File: src/design/axi_pkg.sv
// AXI read channel field widths and response and burst encodings
package axi_pkg;

  localparam int ADDR_W = 32;
  localparam int DATA_W = 32;
  localparam int LEN_W  = 4;
  localparam int SIZE_W = 3;

  localparam int ID_W  = 4;
  // Slave side carries one extra bit for the master index
  localparam int IDS_W = ID_W + 1;

  typedef enum logic [1:0] {
    RESP_OKAY   = 2'b00,
    RESP_SLVERR = 2'b10,
    RESP_DECERR = 2'b11
  } axi_resp_e;

  typedef enum logic [1:0] {
    BURST_FIXED = 2'b00,
    BURST_INCR  = 2'b01,
    BURST_WRAP  = 2'b10
  } axi_burst_e;

endpackage

File: src/design/xbar_pkg.sv
// Interconnect size, fixed slave address map and master port FSM states
package xbar_pkg;

  localparam int N_MST     = 2;
  localparam int N_SLV     = 2;
  localparam int SLV_SEL_W = N_SLV;

  // One 64 KiB region per slave
  localparam logic [31:0] S0_BASE  = 32'h0000_0000;
  localparam logic [31:0] S1_BASE  = 32'h0001_0000;
  localparam logic [31:0] SLV_SPAN = 32'h0001_0000;

  typedef enum logic [1:0] {
    MST_IDLE   = 2'd0,
    MST_REQ    = 2'd1,
    MST_DATA   = 2'd2,
    MST_DECERR = 2'd3
  } mst_state_e;

endpackage

File: src/design/rd_master_port.sv
// Master side read port that accepts and decodes one AR and returns its R beats
`timescale 1ns/100ps

module rd_master_port (
  input  logic                           axi_clk_i,
  input  logic                           rst_n_i,
  // AR from the master
  input  logic [axi_pkg::ID_W-1:0]       ar_id_i,
  input  logic [axi_pkg::ADDR_W-1:0]     ar_addr_i,
  input  logic [axi_pkg::LEN_W-1:0]      ar_len_i,
  input  logic [axi_pkg::SIZE_W-1:0]     ar_size_i,
  input  axi_pkg::axi_burst_e            ar_burst_i,
  input  logic                           ar_valid_i,
  output logic                           ar_ready_o,
  // R to the master
  output logic [axi_pkg::ID_W-1:0]       r_id_o,
  output logic [axi_pkg::DATA_W-1:0]     r_data_o,
  output axi_pkg::axi_resp_e             r_resp_o,
  output logic                           r_last_o,
  output logic                           r_valid_o,
  input  logic                           r_ready_i,
  // Request and held AR toward the slave ports
  output logic [xbar_pkg::SLV_SEL_W-1:0] req_o,
  input  logic [xbar_pkg::SLV_SEL_W-1:0] grant_done_i,
  output logic [axi_pkg::ID_W-1:0]       hold_id_o,
  output logic [axi_pkg::ADDR_W-1:0]     hold_addr_o,
  output logic [axi_pkg::LEN_W-1:0]      hold_len_o,
  output logic [axi_pkg::SIZE_W-1:0]     hold_size_o,
  output axi_pkg::axi_burst_e            hold_burst_o,
  // R beats steered here by each slave port
  input  logic [axi_pkg::ID_W-1:0]       sl_r_id_i   [xbar_pkg::N_SLV],
  input  logic [axi_pkg::DATA_W-1:0]     sl_r_data_i [xbar_pkg::N_SLV],
  input  axi_pkg::axi_resp_e             sl_r_resp_i [xbar_pkg::N_SLV],
  input  logic [xbar_pkg::N_SLV-1:0]     sl_r_last_i,
  input  logic [xbar_pkg::N_SLV-1:0]     sl_r_valid_i
);

  import axi_pkg::*;
  import xbar_pkg::*;

  mst_state_e           state_q;
  mst_state_e           state_d;
  logic [SLV_SEL_W-1:0] dec_sel;
  logic [SLV_SEL_W-1:0] tgt_q;
  logic                 ar_hs;
  logic                 r_hs;

  logic [ID_W-1:0]      id_q;
  logic [ADDR_W-1:0]    addr_q;
  logic [LEN_W-1:0]     len_q;
  logic [SIZE_W-1:0]    size_q;
  axi_burst_e           burst_q;

  assign ar_ready_o = (state_q == MST_IDLE);
  assign ar_hs      = ar_valid_i && ar_ready_o;
  assign r_hs       = r_valid_o && r_ready_i;

  // Address map decode, regions never overlap so at most one bit is set
  assign dec_sel[0] = (ar_addr_i - S0_BASE) < SLV_SPAN;
  assign dec_sel[1] = (ar_addr_i - S1_BASE) < SLV_SPAN;

  always_ff @(posedge axi_clk_i) begin
    if (!rst_n_i) begin
      state_q <= MST_IDLE;
      tgt_q   <= '0;
    end else begin
      state_q <= state_d;
      if (ar_hs) begin
        tgt_q <= dec_sel;
      end
    end
  end

  // Accepted AR
  always_ff @(posedge axi_clk_i) begin
    if (ar_hs) begin
      id_q    <= ar_id_i;
      addr_q  <= ar_addr_i;
      len_q   <= ar_len_i;
      size_q  <= ar_size_i;
      burst_q <= ar_burst_i;
    end
  end

  always_comb begin
    state_d = state_q;
    case (state_q)
      MST_IDLE: begin
        if (ar_hs) begin
          state_d = (|dec_sel) ? MST_REQ : MST_DECERR;
        end
      end
      MST_REQ: begin
        if (|(grant_done_i & tgt_q)) begin
          state_d = MST_DATA;
        end
      end
      MST_DATA, MST_DECERR: begin
        if (r_hs && r_last_o) begin
          state_d = MST_IDLE;
        end
      end
      default: state_d = MST_IDLE;
    endcase
  end

  // Request level only to the decoded slave
  assign req_o = (state_q == MST_REQ) ? tgt_q : '0;

  assign hold_id_o    = id_q;
  assign hold_addr_o  = addr_q;
  assign hold_len_o   = len_q;
  assign hold_size_o  = size_q;
  assign hold_burst_o = burst_q;

  // Local error beat unless data comes from the target slave
  always_comb begin
    r_id_o    = id_q;
    r_data_o  = '0;
    r_resp_o  = RESP_DECERR;
    r_last_o  = 1'b1;
    r_valid_o = (state_q == MST_DECERR);
    if (state_q == MST_DATA) begin
      for (int s = 0; s < N_SLV; s++) begin
        if (tgt_q[s]) begin
          r_id_o    = sl_r_id_i[s];
          r_data_o  = sl_r_data_i[s];
          r_resp_o  = sl_r_resp_i[s];
          r_last_o  = sl_r_last_i[s];
          r_valid_o = sl_r_valid_i[s];
        end
      end
    end
  end

endmodule

File: src/design/rd_slave_port.sv
// Slave side read port that arbitrates the masters and steers R back by ID
`timescale 1ns/100ps

module rd_slave_port (
  input  logic                       axi_clk_i,
  input  logic                       rst_n_i,
  // Held AR requests from the master ports
  input  logic [xbar_pkg::N_MST-1:0] req_i,
  input  logic [axi_pkg::ID_W-1:0]   id_i    [xbar_pkg::N_MST],
  input  logic [axi_pkg::ADDR_W-1:0] addr_i  [xbar_pkg::N_MST],
  input  logic [axi_pkg::LEN_W-1:0]  len_i   [xbar_pkg::N_MST],
  input  logic [axi_pkg::SIZE_W-1:0] size_i  [xbar_pkg::N_MST],
  input  axi_pkg::axi_burst_e        burst_i [xbar_pkg::N_MST],
  input  logic [xbar_pkg::N_MST-1:0] r_ready_i,
  // AR to the slave
  output logic [axi_pkg::IDS_W-1:0]  s_ar_id_o,
  output logic [axi_pkg::ADDR_W-1:0] s_ar_addr_o,
  output logic [axi_pkg::LEN_W-1:0]  s_ar_len_o,
  output logic [axi_pkg::SIZE_W-1:0] s_ar_size_o,
  output axi_pkg::axi_burst_e        s_ar_burst_o,
  output logic                       s_ar_valid_o,
  input  logic                       s_ar_ready_i,
  // R from the slave
  input  logic [axi_pkg::IDS_W-1:0]  s_r_id_i,
  input  logic [axi_pkg::DATA_W-1:0] s_r_data_i,
  input  axi_pkg::axi_resp_e         s_r_resp_i,
  input  logic                       s_r_last_i,
  input  logic                       s_r_valid_i,
  output logic                       s_r_ready_o,
  // Back to the master ports
  output logic [xbar_pkg::N_MST-1:0] grant_done_o,
  output logic [axi_pkg::ID_W-1:0]   r_id_o   [xbar_pkg::N_MST],
  output logic [axi_pkg::DATA_W-1:0] r_data_o [xbar_pkg::N_MST],
  output axi_pkg::axi_resp_e         r_resp_o [xbar_pkg::N_MST],
  output logic [xbar_pkg::N_MST-1:0] r_last_o,
  output logic [xbar_pkg::N_MST-1:0] r_valid_o
);

  import axi_pkg::*;
  import xbar_pkg::*;

  logic busy_q;
  logic gnt_q;
  logic mst_sel;
  logic ar_hs;
  logic r_owner;

  // Master 0 wins when idle, grant locked while the AR waits on the slave
  assign mst_sel      = busy_q ? gnt_q : !req_i[0];
  assign s_ar_valid_o = |req_i;
  assign ar_hs        = s_ar_valid_o && s_ar_ready_i;

  always_ff @(posedge axi_clk_i) begin
    if (!rst_n_i) begin
      busy_q <= 1'b0;
      gnt_q  <= 1'b0;
    end else if (ar_hs) begin
      busy_q <= 1'b0;
    end else if (s_ar_valid_o) begin
      busy_q <= 1'b1;
      gnt_q  <= mst_sel;
    end
  end

  // Master index rides as the ID's top bit
  assign s_ar_id_o    = {mst_sel, id_i[mst_sel]};
  assign s_ar_addr_o  = addr_i[mst_sel];
  assign s_ar_len_o   = len_i[mst_sel];
  assign s_ar_size_o  = size_i[mst_sel];
  assign s_ar_burst_o = burst_i[mst_sel];

  assign r_owner     = s_r_id_i[IDS_W-1];
  assign s_r_ready_o = r_ready_i[r_owner];

  for (genvar m = 0; m < N_MST; m++) begin : g_mst
    assign grant_done_o[m] = ar_hs && (mst_sel == 1'(m));
    assign r_valid_o[m]    = s_r_valid_i && (r_owner == 1'(m));
    assign r_last_o[m]     = s_r_last_i;
    // trim the index bit on the way back
    assign r_id_o[m]       = s_r_id_i[ID_W-1:0];
    assign r_data_o[m]     = s_r_data_i;
    assign r_resp_o[m]     = s_r_resp_i;
  end

endmodule

File: src/design/axi_rd_xbar.sv
// Two master by two slave AXI read interconnect built from port modules
`timescale 1ns/100ps

module axi_rd_xbar (
  input  logic                       axi_clk_i,
  input  logic                       rst_n_i,
  // M0
  input  logic [axi_pkg::ID_W-1:0]   m0_arid_i,
  input  logic [axi_pkg::ADDR_W-1:0] m0_araddr_i,
  input  logic [axi_pkg::LEN_W-1:0]  m0_arlen_i,
  input  logic [axi_pkg::SIZE_W-1:0] m0_arsize_i,
  input  axi_pkg::axi_burst_e        m0_arburst_i,
  input  logic                       m0_arvalid_i,
  output logic                       m0_arready_o,
  output logic [axi_pkg::ID_W-1:0]   m0_rid_o,
  output logic [axi_pkg::DATA_W-1:0] m0_rdata_o,
  output axi_pkg::axi_resp_e         m0_rresp_o,
  output logic                       m0_rlast_o,
  output logic                       m0_rvalid_o,
  input  logic                       m0_rready_i,
  // M1
  input  logic [axi_pkg::ID_W-1:0]   m1_arid_i,
  input  logic [axi_pkg::ADDR_W-1:0] m1_araddr_i,
  input  logic [axi_pkg::LEN_W-1:0]  m1_arlen_i,
  input  logic [axi_pkg::SIZE_W-1:0] m1_arsize_i,
  input  axi_pkg::axi_burst_e        m1_arburst_i,
  input  logic                       m1_arvalid_i,
  output logic                       m1_arready_o,
  output logic [axi_pkg::ID_W-1:0]   m1_rid_o,
  output logic [axi_pkg::DATA_W-1:0] m1_rdata_o,
  output axi_pkg::axi_resp_e         m1_rresp_o,
  output logic                       m1_rlast_o,
  output logic                       m1_rvalid_o,
  input  logic                       m1_rready_i,
  // S0
  output logic [axi_pkg::IDS_W-1:0]  s0_arid_o,
  output logic [axi_pkg::ADDR_W-1:0] s0_araddr_o,
  output logic [axi_pkg::LEN_W-1:0]  s0_arlen_o,
  output logic [axi_pkg::SIZE_W-1:0] s0_arsize_o,
  output axi_pkg::axi_burst_e        s0_arburst_o,
  output logic                       s0_arvalid_o,
  input  logic                       s0_arready_i,
  input  logic [axi_pkg::IDS_W-1:0]  s0_rid_i,
  input  logic [axi_pkg::DATA_W-1:0] s0_rdata_i,
  input  axi_pkg::axi_resp_e         s0_rresp_i,
  input  logic                       s0_rlast_i,
  input  logic                       s0_rvalid_i,
  output logic                       s0_rready_o,
  // S1
  output logic [axi_pkg::IDS_W-1:0]  s1_arid_o,
  output logic [axi_pkg::ADDR_W-1:0] s1_araddr_o,
  output logic [axi_pkg::LEN_W-1:0]  s1_arlen_o,
  output logic [axi_pkg::SIZE_W-1:0] s1_arsize_o,
  output axi_pkg::axi_burst_e        s1_arburst_o,
  output logic                       s1_arvalid_o,
  input  logic                       s1_arready_i,
  input  logic [axi_pkg::IDS_W-1:0]  s1_rid_i,
  input  logic [axi_pkg::DATA_W-1:0] s1_rdata_i,
  input  axi_pkg::axi_resp_e         s1_rresp_i,
  input  logic                       s1_rlast_i,
  input  logic                       s1_rvalid_i,
  output logic                       s1_rready_o
);

  import axi_pkg::*;
  import xbar_pkg::*;

  // Indexed by master, then slave
  logic [SLV_SEL_W-1:0] mst_req      [N_MST];
  logic [SLV_SEL_W-1:0] mst_gnt_done [N_MST];
  logic [ID_W-1:0]      mst_r_id     [N_MST][N_SLV];
  logic [DATA_W-1:0]    mst_r_data   [N_MST][N_SLV];
  axi_resp_e            mst_r_resp   [N_MST][N_SLV];
  logic [N_SLV-1:0]     mst_r_last   [N_MST];
  logic [N_SLV-1:0]     mst_r_valid  [N_MST];

  // Indexed by slave, then master
  logic [N_MST-1:0]     slv_req      [N_SLV];
  logic [N_MST-1:0]     slv_gnt_done [N_SLV];
  logic [ID_W-1:0]      slv_r_id     [N_SLV][N_MST];
  logic [DATA_W-1:0]    slv_r_data   [N_SLV][N_MST];
  axi_resp_e            slv_r_resp   [N_SLV][N_MST];
  logic [N_MST-1:0]     slv_r_last   [N_SLV];
  logic [N_MST-1:0]     slv_r_valid  [N_SLV];

  logic [ID_W-1:0]      hold_id    [N_MST];
  logic [ADDR_W-1:0]    hold_addr  [N_MST];
  logic [LEN_W-1:0]     hold_len   [N_MST];
  logic [SIZE_W-1:0]    hold_size  [N_MST];
  axi_burst_e           hold_burst [N_MST];

  for (genvar m = 0; m < N_MST; m++) begin : g_mst
    for (genvar s = 0; s < N_SLV; s++) begin : g_slv
      assign slv_req[s][m]      = mst_req[m][s];
      assign mst_gnt_done[m][s] = slv_gnt_done[s][m];
      assign mst_r_id[m][s]     = slv_r_id[s][m];
      assign mst_r_data[m][s]   = slv_r_data[s][m];
      assign mst_r_resp[m][s]   = slv_r_resp[s][m];
      assign mst_r_last[m][s]   = slv_r_last[s][m];
      assign mst_r_valid[m][s]  = slv_r_valid[s][m];
    end
  end

  rd_master_port u_mst0 (
    .axi_clk_i(axi_clk_i), .rst_n_i(rst_n_i),
    .ar_id_i(m0_arid_i), .ar_addr_i(m0_araddr_i), .ar_len_i(m0_arlen_i),
    .ar_size_i(m0_arsize_i), .ar_burst_i(m0_arburst_i), .ar_valid_i(m0_arvalid_i),
    .ar_ready_o(m0_arready_o),
    .r_id_o(m0_rid_o), .r_data_o(m0_rdata_o), .r_resp_o(m0_rresp_o),
    .r_last_o(m0_rlast_o), .r_valid_o(m0_rvalid_o), .r_ready_i(m0_rready_i),
    .req_o(mst_req[0]), .grant_done_i(mst_gnt_done[0]),
    .hold_id_o(hold_id[0]), .hold_addr_o(hold_addr[0]), .hold_len_o(hold_len[0]),
    .hold_size_o(hold_size[0]), .hold_burst_o(hold_burst[0]),
    .sl_r_id_i(mst_r_id[0]), .sl_r_data_i(mst_r_data[0]), .sl_r_resp_i(mst_r_resp[0]),
    .sl_r_last_i(mst_r_last[0]), .sl_r_valid_i(mst_r_valid[0])
  );

  rd_master_port u_mst1 (
    .axi_clk_i(axi_clk_i), .rst_n_i(rst_n_i),
    .ar_id_i(m1_arid_i), .ar_addr_i(m1_araddr_i), .ar_len_i(m1_arlen_i),
    .ar_size_i(m1_arsize_i), .ar_burst_i(m1_arburst_i), .ar_valid_i(m1_arvalid_i),
    .ar_ready_o(m1_arready_o),
    .r_id_o(m1_rid_o), .r_data_o(m1_rdata_o), .r_resp_o(m1_rresp_o),
    .r_last_o(m1_rlast_o), .r_valid_o(m1_rvalid_o), .r_ready_i(m1_rready_i),
    .req_o(mst_req[1]), .grant_done_i(mst_gnt_done[1]),
    .hold_id_o(hold_id[1]), .hold_addr_o(hold_addr[1]), .hold_len_o(hold_len[1]),
    .hold_size_o(hold_size[1]), .hold_burst_o(hold_burst[1]),
    .sl_r_id_i(mst_r_id[1]), .sl_r_data_i(mst_r_data[1]), .sl_r_resp_i(mst_r_resp[1]),
    .sl_r_last_i(mst_r_last[1]), .sl_r_valid_i(mst_r_valid[1])
  );

  rd_slave_port u_slv0 (
    .axi_clk_i(axi_clk_i), .rst_n_i(rst_n_i),
    .req_i(slv_req[0]), .id_i(hold_id), .addr_i(hold_addr), .len_i(hold_len),
    .size_i(hold_size), .burst_i(hold_burst), .r_ready_i({m1_rready_i, m0_rready_i}),
    .s_ar_id_o(s0_arid_o), .s_ar_addr_o(s0_araddr_o), .s_ar_len_o(s0_arlen_o),
    .s_ar_size_o(s0_arsize_o), .s_ar_burst_o(s0_arburst_o),
    .s_ar_valid_o(s0_arvalid_o), .s_ar_ready_i(s0_arready_i),
    .s_r_id_i(s0_rid_i), .s_r_data_i(s0_rdata_i), .s_r_resp_i(s0_rresp_i),
    .s_r_last_i(s0_rlast_i), .s_r_valid_i(s0_rvalid_i), .s_r_ready_o(s0_rready_o),
    .grant_done_o(slv_gnt_done[0]),
    .r_id_o(slv_r_id[0]), .r_data_o(slv_r_data[0]), .r_resp_o(slv_r_resp[0]),
    .r_last_o(slv_r_last[0]), .r_valid_o(slv_r_valid[0])
  );

  rd_slave_port u_slv1 (
    .axi_clk_i(axi_clk_i), .rst_n_i(rst_n_i),
    .req_i(slv_req[1]), .id_i(hold_id), .addr_i(hold_addr), .len_i(hold_len),
    .size_i(hold_size), .burst_i(hold_burst), .r_ready_i({m1_rready_i, m0_rready_i}),
    .s_ar_id_o(s1_arid_o), .s_ar_addr_o(s1_araddr_o), .s_ar_len_o(s1_arlen_o),
    .s_ar_size_o(s1_arsize_o), .s_ar_burst_o(s1_arburst_o),
    .s_ar_valid_o(s1_arvalid_o), .s_ar_ready_i(s1_arready_i),
    .s_r_id_i(s1_rid_i), .s_r_data_i(s1_rdata_i), .s_r_resp_i(s1_rresp_i),
    .s_r_last_i(s1_rlast_i), .s_r_valid_i(s1_rvalid_i), .s_r_ready_o(s1_rready_o),
    .grant_done_o(slv_gnt_done[1]),
    .r_id_o(slv_r_id[1]), .r_data_o(slv_r_data[1]), .r_resp_o(slv_r_resp[1]),
    .r_last_o(slv_r_last[1]), .r_valid_o(slv_r_valid[1])
  );

endmodule

File: config.mk
export PLATFORM = sky130hd
export DESIGN_NAME = axi_rd_xbar
export DESIGN_NICKNAME = d
export VERILOG_FILES = /design/src/design/axi_pkg.sv /design/src/design/xbar_pkg.sv /design/src/design/rd_master_port.sv /design/src/design/rd_slave_port.sv /design/src/design/axi_rd_xbar.sv
export SDC_FILE = /design/constraint.sdc
export NUM_CORES = 1
export LEC_CHECK = 0
export ABC_AREA = 1
export BUFFER_PORTS_ARGS = -buffer_cell sky130_fd_sc_hd__buf_2
export CORE_ASPECT_RATIO = 0.8
export CORE_MARGIN = 4
export CORE_UTILIZATION = 35
export DETAILED_ROUTE_END_ITERATION = 16
export PLACE_DENSITY = 0.69
export SYNTH_ARGS = -nofsm -noshare
export SYNTH_HDL_FRONTEND = slang
export SYNTH_SLANG_ARGS = --single-unit
File: constraint.sdc
create_clock -name axi_clk_i -period 5.6 [get_ports axi_clk_i]
set_input_delay 0.56 -clock axi_clk_i [delete_from_list [all_inputs] [get_ports axi_clk_i]]
set_output_delay 0.56 -clock axi_clk_i [all_outputs]
set_load 0.005 [all_outputs]
==> results of run 1 <==
-- placed cells by master (no fill, tap or decap) --
master	Yosys	final
a21oi_2	1	1
dfxtp_1	12	12
a21oi_1	72	72
and3_1	1	1
clkinvlp_4	0	1
nor3_2	1	2
nor3_1	7	6
nand4_1	5	5
buf_4	10	8
diode_2	0	2
clkbuf_1	16	1
nor4_1	2	2
nor2_2	3	3
nor2_4	1	2
o21ai_0	95	95
buf_2	18	357
or2_2	2	2
edfxtp_1	90	90
clkbuf_16	0	9
inv_2	2	2
bufinv_16	0	3
nand3_1	13	13
a211oi_1	1	1
nor2_1	22	21
nand3_2	6	6
o21ai_1	8	8
nand2_1	249	247
a31oi_1	3	3
a22oi_1	8	8
o22ai_1	12	12
inv_1	72	72
inv_6	0	1
nand2_2	0	2
nand3b_1	2	2
-- kinds of logic (layout without fill, tap and decap cells) --
logic type / Yosys count / in the layout / synth area share [%]
other cells: 0 / 2 / 0
buf+inv: 118 / 454 / 8.692
simple gates: 314 / 314 / 22.38
compound gates: 200 / 200 / 18.08
flops: 102 / 102 / 50.85
-- path summary, 6_finish.rpt --
path | endpoint | slack [ns] | depth (start not counted)
worst min register to register | u_slv1.busy_q | 0.49 | 2
worst max register to register | u_mst0.state_q[1] | 3.18 | 10
worst max-delay path | s1_araddr_o[22] | 2.56 | 8
worst min-delay path | u_mst1.hold_size_o[1] | 0.39 | 1
-- sequential cells by signal (all words and copies together) (netlist names) --
signal	count
u_mst1.hold_size_o	3
u_slv1.busy_q	1
u_slv0.busy_q	1
u_mst0.hold_len_o	4
u_slv1.gnt_q	1
u_mst0.state_q	2
u_mst0.hold_id_o	4
u_mst0.hold_size_o	3
u_mst0.hold_addr_o	32
u_mst1.hold_len_o	4
u_mst0.tgt_q	2
u_mst1.hold_burst_o	2
u_mst0.hold_burst_o	2
u_slv0.gnt_q	1
u_mst1.tgt_q	2
u_mst1.state_q	2
u_mst1.hold_addr_o	32
u_mst1.hold_id_o	4
-- cells in the mapped netlist --
cell type and instances:
nor3_2 1, nor3_1 7, nor2_2 3, nand2_1 249, buf_2 18, buf_4 10
a211oi_1 1, nand3_1 13, a31oi_1 3, inv_1 72, nor2_4 1, nand3_2 6
nand4_1 5, a22oi_1 8, dfxtp_1 12, o21ai_0 95, a21oi_1 72, clkbuf_1 16
edfxtp_1 90, or2_2 2, inv_2 2, a21oi_2 1, nand3b_1 2, and3_1 1
o21ai_1 8, nor4_1 2, nor2_1 22, o22ai_1 12
-- worst reg2reg max path: stages, from the launching register on --
cell and delay [ns]:
dfxtp_1 0.55, nand3_2 0.16, nand2_1 0.11, nand2_2 0.43, buf_4 0.48, nor2_1 0.14
nand2_1 0.06, nand3_1 0.13, nand2_1 0.08, nor2_1 0.12, nor3_2 0.05
-- per-stage QoR --
| step | utilization [%] | cells | cell area, µm² |
|---|---|---|---|
| 2_1_floorplan | - | 734 | 5787 |
| 3_3_place_gp | 48.08 | 1270 | 7695 |
| 3_5_place_dp | 48.08 | 1270 | 7695 |
| 4_1_cts | 50.17 | 1285 | 8030 |
| 5_1_grt | 50.19 | 1286 | 8033 |
| 6_report | 50.20 | 1287 | 8035 |
-- power groups by stage --
stage | Sequential (mW) | Combinational, mW | Clock [mW]
after floorplan | 1.04 | 0.456 | 0
after global placement | 1.04 | 0.796 | 0
after detailed placement | 1.05 | 0.803 | 0
after CTS | 1.03 | 0.805 | 0.723
after global routing | 1.05 | 0.894 | 0.748
final | 1.03 | 0.798 | 0.701
-- per-layer routing --
metal,global-route usage (%),up-vias
met3,5.130,28
met2,33.38,281
li1,-,3122
met1,26.62,2873
met5,0,-
met4,4.714,4
-- cell type report --
cell class	count	area (µm²)
antenna	2	5.005
clock buffer	10	229.0
clock inverter	5	106.4
fill	1623	7970
inverter	74	277.8
multi-input combinational	514	2359
sequential	102	2943
tap	215	269.0
timing repair buffer	365	1847
==> impl_metrics.env, run 1 <==
export IMPL_power_density_mw_per_mm2=315.0
export IMPL_place_congestion=0.8228
export IMPL_crit_path_max_fanout=48
export IMPL_gr_total_overflow=0
export IMPL_core_area_mm2=0.01601
export IMPL_p_sw_mw=0.8354
export IMPL_syn_area_mm2=0.005787
export IMPL_finalSetupViolations=0
export IMPL_ys_types=28
export IMPL_startpoint="u_mst0.state_q[1]"
export IMPL_die_w_um=151.8
export IMPL_grt_pass1_wl_um=29590
export IMPL_required_ns=5.04
export IMPL_fin_crit_ns=3.038
export IMPL_critPathTopFamily="simple AND/OR/NAND/NOR gates"
export IMPL_viasPerCell=4.901
export IMPL_finalPower_mw=2.531
export IMPL_top_layer="met5"
export IMPL_dp_slack_ns=2.917
export IMPL_tightestPinTransition_ns=1.080
export IMPL_start_util_pct=36.16
export IMPL_seqPwrFrac_pct=40.8
export IMPL_synthTopCellsByArea="edfxtp_1 (47%), nand2_1 (16%), o21ai_0 (8.2%)"
export IMPL_setup_tns_ns=0
export IMPL_cap_violations=0
export IMPL_ctsHoldBuffers=0
export IMPL_vdd_drop_max_mv=0.2031
export IMPL_cts_inserted_buffers=9
export IMPL_clockBufferDepth=2
export IMPL_finalMaxSlewViolations=0
export IMPL_hold_viol=0
export IMPL_hp_start="m1_arsize_i[1]"
export IMPL_switching_share_pct=33.01
export IMPL_drive_gt1_share_pct=37.29
export IMPL_dp_hpwl_um=15920
export IMPL_crit_type="register to primary output"
export IMPL_clk_latency_ns=0.34
export IMPL_crit_buf_inv=3
export IMPL_finalClockSkew_ns=0.006482
export IMPL_post_cts_setup_buffers=0
export IMPL_final_period_utilization_pct=54.25
export IMPL_grt_setup_unrepaired="no"
export IMPL_wl_met3_um=1779
export IMPL_htree_levels=3
export IMPL_r2r_start="u_mst0.state_q[0]"
export IMPL_crit_chain="inv_2 -> nand3_2 -> nand2_1 -> nand2_2 -> buf_4 -> nand2_1 -> o21ai_0 -> buf_2"
export IMPL_clkPwrFrac_pct=27.7
export IMPL_synth_top_area_share_pct=46.70
export IMPL_end_kind="primary output"
export IMPL_cts_resized=0
export IMPL_cts_clk_slew_worst_paths_ns=0.07
export IMPL_antenna_left=0
export IMPL_p_comb_share_pct=31.5
export IMPL_routed_wl_um=20420
export IMPL_leakage_nw=3.827
export IMPL_vias=6308
export IMPL_final_setup_worst_slack_ns=2.562
export IMPL_syn_avg_cell_area_um2=7.884
export IMPL_dieArea_mm2=0.01867
export IMPL_status="finished clean"
export IMPL_critical_path_max_stage_delay_ns=0.57
export IMPL_syn2layout_area_growth_pct=38.85
export IMPL_drtPass1Iterations=7
export IMPL_path_common_cell="nand2_1"
export IMPL_wl_met2_um=9833
export IMPL_grt_max_degree=64
export IMPL_grt_pass1_vias=5542
export IMPL_p_int_mw=1.696
export IMPL_synth_top_area_cell="edfxtp_1"
export IMPL_cts_tree="built"
export IMPL_ioPinCount=358
export IMPL_die_h_um=123.0
export IMPL_worstPathArrival_ns=2.48
export IMPL_hp_class="input pin to register"
export IMPL_num_rows=41
export IMPL_syn_nets=914
export IMPL_wire_per_inst_um=15.87
export IMPL_synthCells=734
export IMPL_max_slew_margin_rel_pct=27.94
export IMPL_drtIter0Drc=429
export IMPL_antenna_found_initial=3
export IMPL_fmax_ghz=0.3292
export IMPL_remaining_drc_errors=0
export IMPL_ys_ff_latch=102
export IMPL_nNetsFinal=1246
export IMPL_critPathSlowestCell="nand2_2"
export IMPL_ctsRootBufferMaster="clkbuf_16"
export IMPL_hold_ws_ns=0.3934
export IMPL_synth_warnings=0
export IMPL_cts_sinks=102
export IMPL_startpoint_type="register"
export IMPL_grt_usage_pct=20.12
export IMPL_yosysSeqAreaShare_pct=50.85
export IMPL_io_buffer_count=357
export IMPL_wl_met1_um=8429
(Power assumes the default switching activity.)
==> run 2, diff against run 1 <==
- ABC_AREA: 1 -> 0
- clock period: 5.6 -> 2.83 ns (I/O delays scaled with it)
==> run 2 against run 1 <==
Clock power grew 67%. Setup slack lost 2.4 ns. Combinational power shrank 9.8%. Synthesized cell count shrank 32%. Final area grew 1.6%. Sequential cell count is the same. Routed wire length grew 1.8%. Clock skew grew 0.0023 ns. Sequential power grew 86%. Worst hold slack lost 0.28 ns. Largest cell class unchanged. Largest power group unchanged.
==> impl_metrics.env, run 2 <==
export IMPL_fin_util_pct=49.30
export IMPL_synth_warnings=0
export IMPL_remaining_drc_errors=0
export IMPL_max_slew_margin_rel_pct=46.62
export IMPL_power_density_mw_per_mm2=466.7
export IMPL_syn_avg_cell_area_um2=11.80
export IMPL_syn_area_mm2=0.005901
export IMPL_nNetsFinal=1023
export IMPL_finalNonFillerCells=1068
export IMPL_grt_setup_unrepaired="no"
export IMPL_hp_class="input pin to register"
export IMPL_final_cell_mix="buf_2 (357), edfxtp_1 (90), nor2_1 (74)"
export IMPL_ioPinCount=358
export IMPL_vdd_drop_max_mv=0.2926
export IMPL_r2r_start="u_mst0.state_q[1]"
export IMPL_syn2layout_area_growth_pct=38.30
export IMPL_routed_wl_um=20790
export IMPL_antenna_left=0
export IMPL_hold_ws_ns=0.1152
export IMPL_status="finished clean"
export IMPL_critPathSlowestCell="buf_4"
export IMPL_fmax_ghz=0.3715
export IMPL_finalSetupViolations=0
export IMPL_tightestPinTransition_ns=0.7990
export IMPL_vias=5555
export IMPL_die_h_um=124.1
export IMPL_crit_path_end="s1_araddr_o[31]"
export IMPL_worstPathArrival_ns=2.41
export IMPL_core_area_mm2=0.01655
export IMPL_mostFrequentLayoutCell="buf_2"
export IMPL_start_util_pct=35.65
export IMPL_ff2ff_path_depth=5
export IMPL_ctsRootBufferMaster="clkbuf_16"
export IMPL_ys_ff_latch=102
export IMPL_antenna_found_initial=1
export IMPL_finalClockSkew_ns=0.008792
export IMPL_synthCells=500
export IMPL_cts_clk_slew_worst_paths_ns=0.07
export IMPL_yosysSeqAreaShare_pct=49.87
export IMPL_cts_tree="built"
export IMPL_drtIter0Drc=457
export IMPL_placed_cell_area_mm2=0.007869
export IMPL_placed_cells=1052
export IMPL_synthFlopType="edfxtp_1"
export IMPL_async_reset_ff_share_pct=0
export IMPL_crit_path_max_fanout=48
export IMPL_critical_path_max_stage_delay_ns=0.57
export IMPL_synth_top_area_cell="edfxtp_1"
export IMPL_die_w_um=153.2
export IMPL_viasPerCell=5.201
export IMPL_fin_crit_ns=2.692
export IMPL_clk_latency_ns=0.34
export IMPL_hold_viol=0
export IMPL_drive_gt1_share_pct=57.85
export IMPL_startpoint="u_mst0.state_q[1]"
export IMPL_required_ns=2.55
export IMPL_leakage_nw=3.670
export IMPL_yosysMostFrequentCell="edfxtp_1"
export IMPL_startpoint_type="register"
export IMPL_io_buffer_count=357
export IMPL_wire_per_inst_um=19.47
export IMPL_htree_levels=3
export IMPL_grt_max_degree=49
export IMPL_dieArea_mm2=0.01901
export IMPL_syn_nets=680
export IMPL_num_rows=42
export IMPL_ys_types=40
export IMPL_synth_commonest_cells="edfxtp_1 (90), nor2_1 (74), a22oi_1 (72), mux2_2 (54), mux2_4 (40)"
export IMPL_crit_chain="nand3b_4 -> mux2_2 -> buf_4 -> mux2_2 -> buf_2"
export IMPL_path_common_cell="mux2_2"
export IMPL_final_period_utilization_pct=95.13
export IMPL_final_area_mm2=0.008160
export IMPL_setup_tns_ns=0
export IMPL_drtPass1Iterations=5
export IMPL_cts_inserted_buffers=9
export IMPL_grt_pass1_wl_um=29390
export IMPL_cts_sinks=102
export IMPL_synth_top_area_share_pct=45.80
export IMPL_worstReg2RegEnd="u_mst1.state_q[1]"
export IMPL_dp_hpwl_um=16160
export IMPL_crit_type="register to primary output"
export IMPL_finalMaxSlewViolations=0
export IMPL_place_congestion=0.8042
export IMPL_synth_edff_count=90
export IMPL_cap_violations=0
export IMPL_clockBufferDepth=2
export IMPL_synthTopCellsByArea="edfxtp_1 (46%), mux2_2 (10%), mux2_4 (10%)"
export IMPL_end_kind="primary output"
export IMPL_rrSetupSlack_ns=0.80
export IMPL_gr_total_overflow=0
export IMPL_grt_pass1_vias=5069
export IMPL_grt_usage_pct=19.82
-- run 2: cell types whose count changed in the layout (fill, tap and decap cells not counted), sizes merged, moves of 7 or more --
cell,change
buf,+9
a22oi,+64
nand3,-16
nor2b,+14
nand2,-233
a21oi,-66
inv,-67
o21ai,-90
mux2,+94
o22ai,-7
a31oi,+8
nor2,+48
-- run 2: logic make-up after synthesis --
kind of cell,after synthesis,share of synthesized area (%)
flops,102,49.87
simple gates,136,11.09
mux,96,20.82
buf+inv,49,4.283
compound gates,117,13.93
-- run 2: cell type report --
| class | count | area, µm² |
|---|---|---|
| fillers | 1613 | 8393 |
| flip-flops and latches | 102 | 2943 |
| multi-input cells | 349 | 2719 |
| repair buffers | 374 | 1914 |
| well taps | 220 | 275.3 |
| clock buffers | 9 | 225.2 |
| clock inverters | 6 | 55.05 |
| inverters | 7 | 26.28 |
| diodes | 1 | 2.502 |
-- run 2: where the power goes --
| group | switching (mW) | total, mW | leakage [nW] | internal [mW] |
|---|---|---|---|---|
| Sequential | 0.0981 | 1.92 | 0.947 | 1.82 |
| Combinational | 0.382 | 0.720 | 2.59 | 0.337 |
| Clock | 0.560 | 1.17 | 0.132 | 0.607 |
-- run 2: worst min-delay path by stage --
stage               startpoint                     end  slack [ns]  cells past startpoint
2_1_floorplan   m0_araddr_i[0]   u_mst0.hold_addr_o[0]        0.38                      0
3_3_place_gp    m0_araddr_i[6]   u_mst0.hold_addr_o[6]        0.46                      1
3_5_place_dp    m1_araddr_i[2]   u_mst1.hold_addr_o[2]        0.46                      1
4_1_cts        m1_araddr_i[11]  u_mst1.hold_addr_o[11]         0.1                      1
5_1_grt         m1_araddr_i[9]   u_mst1.hold_addr_o[9]        0.09                      1
6_report         m1_arlen_i[3]    u_mst1.hold_len_o[3]        0.12                      1
-- run 2: worst max-delay path: cells and delay by family, from the launching register on --
kind / cells / cell delay, ns
flip-flops: 1 / 0.51
AND/OR/NAND/NOR: 1 / 0.21
buffers and inverters: 2 / 0.70
multiplexers: 2 / 0.57
-- run 2: repair_timing --
item                       4_1_cts  5_1_grt
resized for setup                0        2
buffers inserted                 0        0
hold buffers                     0        0
setup endpoints to repair        0        9
-- run 2: per-stage QoR --
stage          total power [mW]  worst slack [ns]
2_1_floorplan             2.268            0.7541
3_3_place_gp              2.666            0.5157
3_5_place_dp              2.675            0.4910
4_1_cts                   3.851           0.08774
5_1_grt                   3.990           0.02827
6_report                  3.809            0.1380
-- run 2: per-layer routing --
metal	up-vias	global-route usage, %	part of all wire [%]
met4	0	3.840	1.2
li1	2593	-	-
met5	-	0	0
met2	266	31.55	48
met1	2673	28.01	43
met3	23	4.585	8.0
